<file path="src/logic/display_pkg.sv">
/* Shared widths, typedefs and the button FSM states for the seven-segment
   display design */
`default_nettype none

package display_pkg;

	// ####################
	// Display geometry
	// ####################

	localparam int NUM_DIGITS = 4;
	localparam int MSG_LEN    = 16;

	localparam int ANODE_W = 4;
	localparam int CHAR_W  = 4;
	localparam int SEG_W   = 7;

	// ####################
	// Types
	// ####################

	// Multiplex phase 0..15
	typedef logic [ANODE_W-1:0] anode_state_t;

	// One hex character of the message
	typedef logic [CHAR_W-1:0] char_t;

	// Active-low segments a to g with bit 0 as segment a
	typedef logic [SEG_W-1:0] seg_t;

	typedef enum logic [1:0]
	{
		BTN_IDLE,
		BTN_DEBOUNCE,
		BTN_HELD
	} btn_state_e;

endpackage

`default_nettype wire

</file>
<file path="src/logic/refresh_timer.sv">
/* Refresh timer with the prescaler and anode state counter for the display multiplex */
`default_nettype none

module refresh_timer
	import display_pkg::*;
#(
	parameter int REFRESH_DIV = 4
)
(
	input  logic         clk,
	input  logic         rst_n,
	output anode_state_t anode_state
);

	localparam int PRE_W = (REFRESH_DIV > 1) ? $clog2(REFRESH_DIV) : 1;

	logic [PRE_W-1:0] prescale;
	logic             at_wrap;

	assign at_wrap = (prescale == PRE_W'(REFRESH_DIV - 1));

	always_ff @(posedge clk or negedge rst_n)
	begin
		if (!rst_n)
		begin
			prescale    <= '0;
			anode_state <= '0;
		end
		else if (at_wrap)
		begin
			prescale    <= '0;
			// Wraps from 15 to 0 by width
			anode_state <= anode_state + 1'b1;
		end
		else
		begin
			prescale <= prescale + 1'b1;
		end
	end

	a_phase_on_wrap : assert property (@(posedge clk) disable iff (!rst_n)
		(anode_state != $past(anode_state)) |-> $past(at_wrap))
		else $error("anode state moved without a prescaler wrap");

endmodule

`default_nettype wire

</file>
<file path="src/logic/rotate_button_fsm.sv">
/* Debounce FSM for the rotate button with one strobe per press */
`default_nettype none

module rotate_button_fsm
	import display_pkg::*;
#(
	parameter int DEBOUNCE_CYCLES = 8
)
(
	input  logic clk,
	input  logic rst_n,
	input  logic r_btn,
	output logic rotate
);

	localparam int CNT_W = $clog2(DEBOUNCE_CYCLES + 1);

	btn_state_e       state;
	btn_state_e       state_nxt;
	logic [CNT_W-1:0] stable_cnt;
	logic [CNT_W-1:0] stable_cnt_nxt;
	logic             rotate_nxt;
	logic             last_sample;

	// Current high sample completes the debounce window
	assign last_sample = (stable_cnt == CNT_W'(DEBOUNCE_CYCLES - 1));

	// ####################
	// Next state
	// ####################

	always_comb
	begin
		state_nxt      = state;
		stable_cnt_nxt = stable_cnt;
		rotate_nxt     = 1'b0;

		case (state)
			BTN_IDLE:
			begin
				if (r_btn)
				begin
					if (last_sample)
					begin
						rotate_nxt = 1'b1;
						state_nxt  = BTN_HELD;
					end
					else
					begin
						stable_cnt_nxt = CNT_W'(1);
						state_nxt      = BTN_DEBOUNCE;
					end
				end
			end
			BTN_DEBOUNCE:
			begin
				if (!r_btn)
				begin
					// A bounce drops the press
					stable_cnt_nxt = '0;
					state_nxt      = BTN_IDLE;
				end
				else if (last_sample)
				begin
					stable_cnt_nxt = '0;
					rotate_nxt     = 1'b1;
					state_nxt      = BTN_HELD;
				end
				else
				begin
					stable_cnt_nxt = stable_cnt + 1'b1;
				end
			end
			BTN_HELD:
			begin
				if (!r_btn)
					state_nxt = BTN_IDLE;
			end
			default:
			begin
				stable_cnt_nxt = '0;
				state_nxt      = BTN_IDLE;
			end
		endcase
	end

	always_ff @(posedge clk or negedge rst_n)
	begin
		if (!rst_n)
		begin
			state      <= BTN_IDLE;
			stable_cnt <= '0;
			rotate     <= 1'b0;
		end
		else
		begin
			state      <= state_nxt;
			stable_cnt <= stable_cnt_nxt;
			rotate     <= rotate_nxt;
		end
	end

	a_single_strobe : assert property (@(posedge clk) disable iff (!rst_n)
		rotate |=> !rotate)
		else $error("rotate strobe high for two cycles");

endmodule

`default_nettype wire

</file>
<file path="src/logic/message_rotator.sv">
/* Message register with the scroll offset that supplies the four window characters */
`default_nettype none

module message_rotator
	import display_pkg::*;
#(
	parameter logic [MSG_LEN*CHAR_W-1:0] MESSAGE = 64'hFEDC_BA98_7654_3210
)
(
	input  logic  clk,
	input  logic  rst_n,
	input  logic  rotate,
	output char_t char0,
	output char_t char1,
	output char_t char2,
	output char_t char3
);

	localparam int OFS_W = $clog2(MSG_LEN);

	logic [OFS_W-1:0] offset;

	// Character at (ofs + k) mod MSG_LEN
	function automatic char_t char_at(input logic [OFS_W-1:0] ofs, input int k);
		int idx;
		idx = (int'(ofs) + k) % MSG_LEN;
		return MESSAGE[idx*CHAR_W +: CHAR_W];
	endfunction

	always_ff @(posedge clk or negedge rst_n)
	begin
		if (!rst_n)
			offset <= '0;
		else if (rotate)
		begin
			if (offset == OFS_W'(MSG_LEN - 1))
				offset <= '0;
			else
				offset <= offset + 1'b1;
		end
	end

	// ####################
	// Window
	// ####################

	assign char0 = char_at(offset, 0);
	assign char1 = char_at(offset, 1);
	assign char2 = char_at(offset, 2);
	assign char3 = char_at(offset, 3);

endmodule

`default_nettype wire

</file>
<file path="src/logic/digit_driver.sv">
/* Digit driver that turns the anode state into active-low anode enables and picks
   the character for the digit being set up or lit */
`default_nettype none

module digit_driver
	import display_pkg::*;
(
	input  anode_state_t anode_state,
	input  char_t        char0,
	input  char_t        char1,
	input  char_t        char2,
	input  char_t        char3,
	output char_t        char_sel,
	output logic         an0,
	output logic         an1,
	output logic         an2,
	output logic         an3
);

	logic [1:0]            digit;
	logic [NUM_DIGITS-1:0] an_n;

	assign digit = anode_state[3:2];

	// ####################
	// Character select
	// ####################

	always_comb
	begin
		if (anode_state == 4'hF)
		begin
			// Blank last phase sets up digit 0 again
			char_sel = char0;
		end
		else
		begin
			case (digit)
				2'd0:    char_sel = char0;
				2'd1:    char_sel = char1;
				2'd2:    char_sel = char2;
				default: char_sel = char3;
			endcase
		end
	end

	// ####################
	// Anode enables
	// ####################

	// Character stable two phases before the anode turns on
	always_comb
	begin
		an_n = '1;
		if (anode_state[1:0] == 2'd2)
			an_n[digit] = 1'b0;
	end

	assign an0 = an_n[0];
	assign an1 = an_n[1];
	assign an2 = an_n[2];
	assign an3 = an_n[3];

	a_one_anode : assert final ($countones(an_n) >= NUM_DIGITS - 1)
		else $error("more than one anode driven low");

endmodule

`default_nettype wire

</file>
<file path="src/logic/seg_decoder.sv">
/* Hex character to active-low seven-segment pattern */
`default_nettype none

module seg_decoder
	import display_pkg::*;
(
	input  char_t char_sel,
	output seg_t  seg
);

	// Patterns are gfedcba where a 0 lights the segment
	always_comb
	begin
		case (char_sel)
			4'h0:    seg = 7'b100_0000;
			4'h1:    seg = 7'b111_1001;
			4'h2:    seg = 7'b010_0100;
			4'h3:    seg = 7'b011_0000;
			4'h4:    seg = 7'b001_1001;
			4'h5:    seg = 7'b001_0010;
			4'h6:    seg = 7'b000_0010;
			4'h7:    seg = 7'b111_1000;
			4'h8:    seg = 7'b000_0000;
			4'h9:    seg = 7'b001_0000;
			// Letters A b C d E F
			4'hA:    seg = 7'b000_1000;
			4'hB:    seg = 7'b000_0011;
			4'hC:    seg = 7'b100_0110;
			4'hD:    seg = 7'b010_0001;
			4'hE:    seg = 7'b000_0110;
			4'hF:    seg = 7'b000_1110;
			default: seg = 7'b111_1111;
		endcase
	end

endmodule

`default_nettype wire

</file>
<file path="src/logic/display_top.sv">
/* Display top level with the refresh timer, button FSM, message rotator, digit driver
   and segment decoder */
`default_nettype none

module display_top
	import display_pkg::*;
#(
	parameter int                        REFRESH_DIV     = 4,
	parameter int                        DEBOUNCE_CYCLES = 8,
	parameter logic [MSG_LEN*CHAR_W-1:0] MESSAGE         = 64'hFEDC_BA98_7654_3210
)
(
	input  logic clk,
	input  logic rst_n,
	input  logic r_btn,
	output logic an0,
	output logic an1,
	output logic an2,
	output logic an3,
	output seg_t seg
);

	anode_state_t anode_state;
	logic         rotate;
	char_t        char0;
	char_t        char1;
	char_t        char2;
	char_t        char3;
	char_t        char_sel;

	refresh_timer #(
		.REFRESH_DIV(REFRESH_DIV)
	) i_refresh_timer (
		.clk        (clk),
		.rst_n      (rst_n),
		.anode_state(anode_state)
	);

	rotate_button_fsm #(
		.DEBOUNCE_CYCLES(DEBOUNCE_CYCLES)
	) i_rotate_button_fsm (
		.clk   (clk),
		.rst_n (rst_n),
		.r_btn (r_btn),
		.rotate(rotate)
	);

	message_rotator #(
		.MESSAGE(MESSAGE)
	) i_message_rotator (
		.clk   (clk),
		.rst_n (rst_n),
		.rotate(rotate),
		.char0 (char0),
		.char1 (char1),
		.char2 (char2),
		.char3 (char3)
	);

	digit_driver i_digit_driver (
		.anode_state(anode_state),
		.char0      (char0),
		.char1      (char1),
		.char2      (char2),
		.char3      (char3),
		.char_sel   (char_sel),
		.an0        (an0),
		.an1        (an1),
		.an2        (an2),
		.an3        (an3)
	);

	seg_decoder i_seg_decoder (
		.char_sel(char_sel),
		.seg     (seg)
	);

endmodule

`default_nettype wire

</file>
<file path="config.mk">
export PLATFORM = sky130hd
export DESIGN_NAME = display_top
export DESIGN_NICKNAME = d
export VERILOG_FILES = /design/src/logic/display_pkg.sv /design/src/logic/refresh_timer.sv /design/src/logic/rotate_button_fsm.sv /design/src/logic/message_rotator.sv /design/src/logic/digit_driver.sv /design/src/logic/seg_decoder.sv /design/src/logic/display_top.sv
export SDC_FILE = /design/constraint.sdc
export NUM_CORES = 1
export LEC_CHECK = 0
export ABC_AREA = 1
export BUFFER_PORTS_ARGS = -buffer_cell sky130_fd_sc_hd__buf_2
export CAP_MARGIN = 20
export CORE_MARGIN = 5
export CORE_UTILIZATION = 58
export CTS_CLUSTER_SIZE = 40
export DETAILED_ROUTE_END_ITERATION = 8
export GPL_ROUTABILITY_DRIVEN = 0
export PLACE_DENSITY = 0.79
export SETUP_SLACK_MARGIN = 0.1
export SLEW_MARGIN = 20
export SYNTH_ARGS = -nofsm -noshare
export SYNTH_HDL_FRONTEND = slang
export SYNTH_SLANG_ARGS = --single-unit
</file>
<file path="constraint.sdc">
create_clock -name clk -period 2.9 [get_ports clk]
set_clock_uncertainty 0.1 [all_clocks]
set_input_delay 0.29 -clock clk [delete_from_list [all_inputs] [get_ports clk]]
set_output_delay 0.29 -clock clk [all_outputs]
set_load 0.02 [all_outputs]
</file>
==> metrics.cfg, run 1 <==
[run_status]
outcome = finished clean

[placed_design]
dp_cells = 235
dpl.hpwl_um = 2030
dp_slack_ns = 0.254
portBuffers = 13

[power]
p_sw_share_pct = 39.4
power.internal_mw = 0.419
peakVddDrop_v = 0.000297
power_frac_seq_pct = 37.1
p_leak_nw = 0.930
power_density_nw_per_um2 = 420
p_comb_share_pct = 44.8
switching_power_mw = 0.272
pwr-share-clk_pct = 18.1

[clocking]
numCtsBuffers = 3
clkTransAtPathRegs_ns = 0.10
insertion_delay_ns = 0.29
cts_buffer_depth = 2
clock-root-buffer = clkbuf_4
cts_num_sinks = 17
cts_tree = built
htreeDepth = 1

[job]
max_cap_violations = 0

[sta]
timing.fmax_mhz = 367
whs_ns = 0.142
hold_violations = 0
slew_headroom_pct = 75.9
period_needed_ns = 2.73
setup_viol = 0
report.final.slew_viol_count = 0
rsz0062_at_grt = no
fin_ws_ns = 0.174
setup_tns_ns = 0
finalCritPeriodShare_pct = 94.0
tightestPinTransition_ns = 0.361

[logic_synthesis]
syn_avg_cell_area_um2 = 7.09
synth.area.top_cells = dfrtp_1 (31%), nand2_1 (19%), ha_1 (18%)
seq_area_frac_synth_pct = 30.8
yosys_warnings = 0
yosysTopAreaCell = dfrtp_1
syn_inst = 195
synth_common_cells = nand2_1 (71), inv_1 (27), ha_1 (20)
ys_dominant_reg_cell = dfrtp_1
synth_area_um2 = 1380
yosysMostFrequentCell = nand2_1
synth_enable_flop_cells = 0
synth_seq_cells = 17
netlist.area_leader.share_pct = 30.8
synth-async-reset-ratio_pct = 100
synth_fp_nets = 218
synth_cell_type_count = 21

[routing]
top_layer = met4
routedWlPerCell_um = 12.1
drtAntennaViolNets = 0
drc_errors = 0
wl_um = 3060
first_pass_iters = 5
drtIter0Drc = 70
wl_met2_um = 1460
dr_wl_met3_um = 95
vias = 1294
route.layer.met1.wl_um = 1430
via_per_inst = 5.13

[final_layout]
seqCellArea_um2 = 429
area_growth_pct = 19.0
nFillCells = 172
layout-drive-gt1-share_pct = 23.7
num-nets-final = 248
multi_input_area_um2 = 871
stdcell_count = 252
antennaDiodeCount = 0

[floorplan]
die_h_um = 58.8
num_rows = 17
die_area_um2 = 3460
fp.dieW_um = 58.8
core_region_area_um2 = 2250
initial_core_util_pct = 61.3
io_pins = 14

[worst_setup_path]
cp.arrival_ns = 2.34
worst_setup_path_start_kind = flip-flop
cp_max_fo = 6
required_ns = 2.51
path_class = flip-flop to primary output
end_kind = primary output

[global_route]
grt_pass1_vias = 1146
grt_max_degree = 18
overflow = 0
gr-usage-all-layers_pct = 17.6
grt_pass1_wl_um = 4770
antenna_found_initial = 0

[min_path]
hp-class = input port to flip-flop

[registers in the layout, indices dropped and copies added (netlist names)]
register                        cells
i_rotate_button_fsm.stable_cnt      4
i_rotate_button_fsm.rotate          1
i_rotate_button_fsm.state           2
i_message_rotator.offset            4
i_refresh_timer.anode_state         4
i_refresh_timer.prescale            2
[metrics by stage]
stage | utilization, % | power [mW] | area [um2]
2_1_floorplan | - | 0.451 | 1380
3_3_place_gp | 65.3 | 0.504 | 1470
3_5_place_dp | 65.3 | 0.512 | 1470
4_1_cts | 68.0 | 0.642 | 1530
5_1_grt | 73.0 | 0.741 | 1650
6_report | 73.0 | 0.691 | 1650
[repair_timing]
action / CTS / global route
pin swaps: 0 / 2
resized for setup: 10 / 8
hold buffers: 1 / 0
endpoints found under the hold margin: 17 / 0
setup buffers: 0 / 12
setup endpoints to repair: 6 / 6
[worst max-delay path, cell delays in order (launching register included)]
cell and delay, ns:
dfrtp_2 0.46, ha_1 0.22, nand2_1 0.08, nand2_2 0.09
inv_2 0.11, nand2_1 0.06, nand2_1 0.07, nand2_2 0.09
inv_2 0.10, ha_1 0.23, inv_1 0.10, nand3_1 0.10
nand2_1 0.09, nand2_1 0.05, nand2_1 0.07, buf_4 0.13
[per-layer routing]
metal	global-route usage (%)	vias to the layer above
li1	-	669
met1	23.4	590
met2	28.5	26
met3	1.97	9
met4	7.77	0
met5	0	-
[final timing paths]
check	startpoint	to	slack, ns	depth (start not counted)
max	i_refresh_timer.anode_state[2]	seg[3]	0.17	15
min	r_btn	i_rotate_button_fsm.state[1]	0.14	2
max reg2reg	i_rotate_button_fsm.stable_cnt[0]	i_rotate_button_fsm.stable_cnt[2]	1.40	8
min reg2reg	i_refresh_timer.prescale[0]	i_refresh_timer.prescale[0]	0.34	1
max in group asynchronous	rst_n	i_message_rotator.offset[1]	2.09	2
min in group asynchronous	rst_n	i_refresh_timer.anode_state[1]	0.33	2
[cells by family (layout without fill, tap and decap cells)]
group	count (synthesis)	count (layout)	share of synthesized area [%]
DFF	17	17	30.8
and+or+nand+nor	107	107	32.5
AOI/OAI and AO/OA	15	15	6.42
xor gates and xnor gates	4	4	2.53
buffers and inverters	31	60	8.96
adders and majority gates	20	20	18.1
muxes	1	1	0.724
[layout by cell type, fill, tap and decap left out, types with 2 or more instances in the layout]
cell,Yosys,layout
nand2_1,71,69
inv_1,27,23
ha_1,20,18
nand3_1,18,17
dfrtp_1,17,14
buf_4,0,13
nor2_1,12,12
buf_2,0,12
inv_2,3,6
nand2_2,2,4
a21oi_1,5,4
xor2_1,4,4
o21ai_0,5,4
clkbuf_4,0,3
dfrtp_2,0,3
o22ai_1,2,2
[power groups by stage]
stage,combinational (mW),clock [mW],sequential (mW)
6_report,0.310,0.125,0.256
5_1_grt,0.343,0.141,0.257
4_1_cts,0.256,0.127,0.259
3_5_place_dp,0.250,0,0.263
3_3_place_gp,0.242,0,0.263
2_1_floorplan,0.194,0,0.257
[layout make-up]
type                            instances  area share, %
Multi-Input combinational cell        147           52.9
Inverter                               30           7.00
Clock buffer                            3           1.37
Tap cell                               28           2.13
Timing Repair Buffer                   26           10.2
Sequential cell                        17           26.1
Clock inverter                          1          0.304
Power figures use the tool's default switching activity.
==> run 2: changes to the inputs <==
- clock period: 2.9 -> 2.7 ns (I/O delays scaled with it)
==> metrics.cfg, run 2 (same netlist as run 1, synthesis figures left out) <==
[worst_setup_path]
crit_chain = inv_2 > ha_4 > inv_4 > a21oi_2 > nand2_1 > o21ai_2 > ha_2 > nand3_2 > nand2_1 > nand2_1 > nand2_1 > buf_6
cp_max_fo = 6  ; unchanged
worst_setup_path_start_kind = flip-flop
crit_start = i_refresh_timer.anode_state[3]
slowest_delay_ns = 0.42  ; -0.04 ns
crit_path_top_delay_cell = dfrtp_1
rr_startpoint = i_rotate_button_fsm.stable_cnt[0]
worst_path_most_repeated_cell = nand2_1
required_ns = 2.33  ; -0.18 ns
end_kind = primary output
ff2ff_path_depth = 8  ; unchanged
path_class = flip-flop to primary output
cp.arrival_ns = 2.33  ; about the same

[final_layout]
final_cell_mix = nand2_1 (66), inv_1 (20), buf_4 (20)
largestRegisters = i_message_rotator.offset x4, i_refresh_timer.anode_state x4, i_rotate_button_fsm.stable_cnt x4
layout-drive-gt1-share_pct = 30.3  ; +6.6 points
fin_area_um2 = 1790  ; +8.5%
fin_util_pct = 79.2  ; +6.2 points
antennaDiodeCount = 0  ; unchanged
mostFrequentLayoutCell = nand2_1
num-nets-final = 252  ; +1.6%
area_growth_pct = 29.1

[floorplan]
io_pins = 14  ; unchanged
die_h_um = 58.8  ; unchanged
die_area_um2 = 3460  ; unchanged
core_region_area_um2 = 2250  ; unchanged
initial_core_util_pct = 61.3  ; unchanged
num_rows = 17  ; unchanged
fp.dieW_um = 58.8  ; unchanged

[sta]
finalCritPeriodShare_pct = 100
timing.fmax_mhz = 370
rsz0062_at_grt = yes
setup_viol = 0  ; unchanged
period_needed_ns = 2.70
tightestPinTransition_ns = 0.359  ; -0.00199 ns
fin_ws_ns = 0.000492  ; -0.174 ns
report.final.slew_viol_count = 0  ; unchanged
hold_violations = 0  ; unchanged
slew_headroom_pct = 76.0  ; +0.13 points
whs_ns = 0.128  ; -0.0142 ns

[routing]
vias = 1402  ; +8.3%
drtIter0Drc = 81  ; +16%
drc_errors = 0  ; unchanged
routedWlPerCell_um = 13.9  ; +14%
via_per_inst = 5.48  ; +6.7%
first_pass_iters = 5  ; unchanged
wl_um = 3550  ; +16%
drtAntennaViolNets = 0  ; unchanged

[placed_design]
dpl_cell_area_um2 = 1480  ; +0.51%
portBuffers = 13  ; unchanged
dp_slack_ns = 0.0734  ; -0.181 ns
dpl.hpwl_um = 2050  ; +1.0%

[job]
max_cap_violations = 0  ; unchanged

[power]
power_frac_seq_pct = 34.2  ; -2.9 points
pwr-share-clk_pct = 16.4  ; -1.7 points
p_comb_share_pct = 49.4  ; +4.6 points
switching_power_mw = 0.310  ; +14%
power.internal_mw = 0.484  ; +16%
p_sw_share_pct = 39.0  ; -0.39 points
p_total_mw = 0.794  ; +15%
peakVddDrop_v = 0.000413  ; +39%
power_density_nw_per_um2 = 445  ; +5.9%
p_leak_nw = 0.960  ; +3.2%

[min_path]
hp-class = input port to flip-flop
hold_path_startpoint = r_btn
hold_depth = 2  ; unchanged

[global_route]
overflow = 0  ; unchanged
grt_pass1_wl_um = 4960  ; +4.1%
grt_max_degree = 18  ; unchanged
busiest_layer = met2
use_met3_pct = 2.41  ; +0.44 points
antenna_found_initial = 0  ; unchanged
grt_pass1_vias = 1228  ; +7.2%
grt.met2_usage_pct = 32.6  ; +4.1 points
gr-usage-all-layers_pct = 18.0  ; +0.40 points
grt_util_met1_pct = 21.7  ; -1.6 points

[clocking]
clock-root-buffer = clkbuf_4
cts_num_sinks = 17  ; unchanged
cts_tree = built
htreeDepth = 1  ; unchanged
insertion_delay_ns = 0.28  ; about the same
numCtsBuffers = 3  ; unchanged
cts_buffer_depth = 2  ; unchanged
clkTransAtPathRegs_ns = 0.10  ; about the same

[run_status]
outcome = finished clean

## run 2: changes by cell type in the layout (fill, tap and decap cells not counted), sizes merged
cell | previous run | this run
buf | 25 | 29
## run 2: worst paths after layout
check	to	slack, ns
max in group asynchronous	i_refresh_timer.anode_state[2]	1.88
hold / removal	i_rotate_button_fsm.state[1]	0.13
min in group asynchronous	i_rotate_button_fsm.state[1]	0.33
hold reg to reg	i_refresh_timer.prescale[0]	0.34
setup reg to reg	i_rotate_button_fsm.stable_cnt[2]	1.25
setup / recovery	seg[3]	0.0005
## run 2: power by group through the flow
stage               clock network [mW]  registers (mW)  logic, mW
finish                           0.130           0.272      0.392
global route                     0.148           0.273      0.436
CTS                              0.135           0.271      0.305
detailed placement                   0           0.277      0.278
global placement                     0           0.277      0.270
floorplan                            0           0.276      0.208
## run 2: layout make-up
type / count / area (um2)
Clock buffer: 3 / 22.5
Clock inverter: 1 / 5.00
Fill cell: 147 / 469
Inverter: 30 / 123
Multi-Input combinational cell: 147 / 956
Sequential cell: 17 / 427
Tap cell: 28 / 35.0
Timing Repair Buffer: 30 / 218
## run 2: layer usage
layer | part of all wire [%] | vias up
met5 | 0 | -
met4 | 1.5 | 0
met3 | 6.9 | 9
met2 | 48 | 59
met1 | 43 | 656
li1 | - | 678
## run 2: per-stage QoR
step                TNS (ns)  cells
floorplan                  0    195
global route          -0.697    256
detailed placement         0    236
finish                     0    256
global placement           0    236
CTS                        0    248
## run 2: worst max-delay path, delay by kind of cell, from the launching register on
kind / cells / cell delay (ns)
AO/OA/AOI/OAI: 2 / 0.30
adder cells (fa/ha/maj): 2 / 0.58
buffers and inverters: 3 / 0.27
flip-flops: 1 / 0.42
AND/OR/NAND/NOR: 5 / 0.47
## run 2: repair_timing
| item | CTS | global route |
|---|---|---|
| setup buffers | 7 | 8 |
| pin swaps | 1 | 13 |
| hold buffers | 1 | 0 |
| hold endpoints to repair | 17 | 0 |
| endpoints found under the setup margin | 7 | 7 |
| resized for setup | 13 | 31 |
==> run 3: changes to the inputs <==
==> constraint.sdc (replaced) <==
create_clock -name clk -period 2.7 [get_ports clk]
set_clock_uncertainty 0.1 [all_clocks]
set_input_delay 0.135 -clock clk [delete_from_list [all_inputs] [get_ports clk]]
set_output_delay 0.135 -clock clk [all_outputs]
set_load 0.02 [all_outputs]
==> metrics.cfg, run 3 (same netlist as run 1, synthesis figures left out) <==
[final_layout]
fin_area_um2 = 1690  ; -5.3%
largestRegisters = i_message_rotator.offset x4, i_refresh_timer.anode_state x4, i_rotate_button_fsm.stable_cnt x4
layout-drive-gt1-share_pct = 26.4  ; -3.8 points
fin_util_pct = 75.0  ; -4.2 points
num-nets-final = 251  ; -0.40%
mostFrequentLayoutCell = nand2_1
final_cell_mix = nand2_1 (68), inv_1 (22), nand3_1 (17)
area_growth_pct = 22.3
antennaDiodeCount = 0  ; unchanged

[sta]
slew_headroom_pct = 75.6  ; -0.47 points
setup_viol = 0  ; unchanged
period_needed_ns = 2.57  ; -0.125 ns
timing.fmax_mhz = 388  ; +4.9%
report.final.slew_viol_count = 0  ; unchanged
hold_violations = 0  ; unchanged
tightestPinTransition_ns = 0.366  ; +0.00702 ns
finalCritPeriodShare_pct = 95.4  ; -4.6 points

[routing]
vias = 1317  ; -6.1%
via_per_inst = 5.16  ; -5.7%
drtIter0Drc = 84  ; +3.7%
first_pass_iters = 4  ; -1
wl_um = 3160  ; -11%
drtAntennaViolNets = 0  ; unchanged
drc_errors = 0  ; unchanged
routedWlPerCell_um = 12.4  ; -11%

[worst_setup_path]
crit_chain = inv_2 > ha_4 > a21oi_1 > nand2_1 > nand2_2 > inv_2 > ha_1 > inv_2 > nand3_1 > nand2_1 > nand2_1 > nand2_1 > buf_4
worst_setup_path_start_kind = flip-flop
required_ns = 2.47  ; +0.14 ns
critPathBufInv = 4  ; +1
worst_path_most_repeated_cell = nand2_1
slowest_delay_ns = 0.42  ; about the same
critical_path.top_delay_family = adder cells
crit_path_top_delay_cell = dfrtp_1
cp_max_fo = 6  ; unchanged
cp.arrival_ns = 2.34  ; about the same
end_kind = primary output
path_class = flip-flop to primary output

[global_route]
grt_pass1_vias = 1154  ; -6.0%
use_met3_pct = 1.97  ; -0.44 points
grt_util_met1_pct = 23.5  ; +1.8 points
gr-usage-all-layers_pct = 17.7  ; -0.26 points
antenna_found_initial = 0  ; unchanged
overflow = 0  ; unchanged
grt.met2_usage_pct = 28.9  ; -3.8 points
grt_max_degree = 18  ; unchanged
busiest_layer = met2
grt_pass1_wl_um = 4810  ; -3.1%

[clocking]
clkTransAtPathRegs_ns = 0.09  ; about the same
cts_num_sinks = 17  ; unchanged
htreeDepth = 1  ; unchanged
cts_buffer_depth = 2  ; unchanged
insertion_delay_ns = 0.28  ; about the same
numCtsBuffers = 3  ; unchanged
cts_tree = built
clock-root-buffer = clkbuf_4

[power]
peakVddDrop_v = 0.000327  ; -21%
power_density_nw_per_um2 = 445  ; about the same
p_leak_nw = 0.942  ; -1.9%

[floorplan]
core_region_area_um2 = 2250  ; unchanged
io_pins = 14  ; unchanged
die_area_um2 = 3460  ; unchanged
fp.dieW_um = 58.8  ; unchanged
die_h_um = 58.8  ; unchanged
initial_core_util_pct = 61.3  ; unchanged
num_rows = 17  ; unchanged

[run_status]
outcome = finished clean

[placed_design]
dpl.hpwl_um = 2030  ; -0.99%
portBuffers = 13  ; unchanged
dpl_cell_area_um2 = 1470  ; -0.51%

[min_path]
hp-class = input port to async pin

[job]
max_cap_violations = 0  ; unchanged

==> run 3: cell count changes in the layout (fill, tap and decap cells not counted), moves of 2 or more <==
cell     delta
buf_4       -5
buf_6       -2
nand3_1     +2
ha_4        -3
inv_1       +2
dfrtp_1     -2
dfrtp_2     +2
nand2_1     +2
ha_1        +3
inv_4       -3
buf_2       +5
==> run 3: layout make-up <==
type	instances	area, um2
repair buffers	29	193
flip-flops and latches	17	429
well taps	28	35.0
clock inverters	1	5.00
clock buffers	3	22.5
inverters	30	115
fillers	160	564
multi-input cells	147	891
==> run 3: what timing repair did <==
item                                   CTS  global route
gates resized for setup                 10            13
endpoints found under the hold margin   18             0
buffers inserted                         1            13
setup endpoints to repair                7             6
pin swaps                                0             5
hold buffers                             2             0
==> run 3: stage by stage <==
stage	total power, mW	hold slack [ns]	TNS, ns	std cells	setup WS, ns
floorplan	0.484	-0.261	0	195	0.493
finish	0.752	0.179	0	255	0.126
global placement	0.542	-0.0363	0	235	0.292
global route	0.812	0.206	-0.0710	255	-0.0360
detailed placement	0.550	-0.0287	0	235	0.209
CTS	0.691	0.194	0	242	0.101
==> run 3: where the power goes <==
group          total, mW  switching [mW]  internal, mW  leakage (nW)
sequential         0.275          0.0101         0.265         0.213
clock              0.131          0.0764        0.0550        0.0177
combinational      0.346           0.208         0.137         0.711
total              0.752           0.295         0.457         0.942
==> run 3: worst paths after layout <==
| check | from | end | slack [ns] | cells after the start |
|---|---|---|---|---|
| worst max-delay path | i_refresh_timer.anode_state[3] | seg[3] | 0.13 | 13 |
| worst min-delay path | rst_n | i_refresh_timer.anode_state[1] | 0.18 | 2 |
| worst max register to register | i_rotate_button_fsm.stable_cnt[0] | i_rotate_button_fsm.stable_cnt[2] | 1.23 | 8 |
| worst min register to register | i_refresh_timer.prescale[0] | i_refresh_timer.prescale[0] | 0.34 | 1 |
| max in group asynchronous | rst_n | i_message_rotator.offset[1] | 2.04 | 2 |
| min in group clk | i_refresh_timer.prescale[0] | i_refresh_timer.prescale[0] | 0.34 | 1 |
==> run 3: routing by layer <==
metal | vias up | wire (um)
met5 | - | 0
met4 | 0 | 58
met3 | 6 | 92
met2 | 23 | 1570
met1 | 614 | 1440
li1 | 674 | -
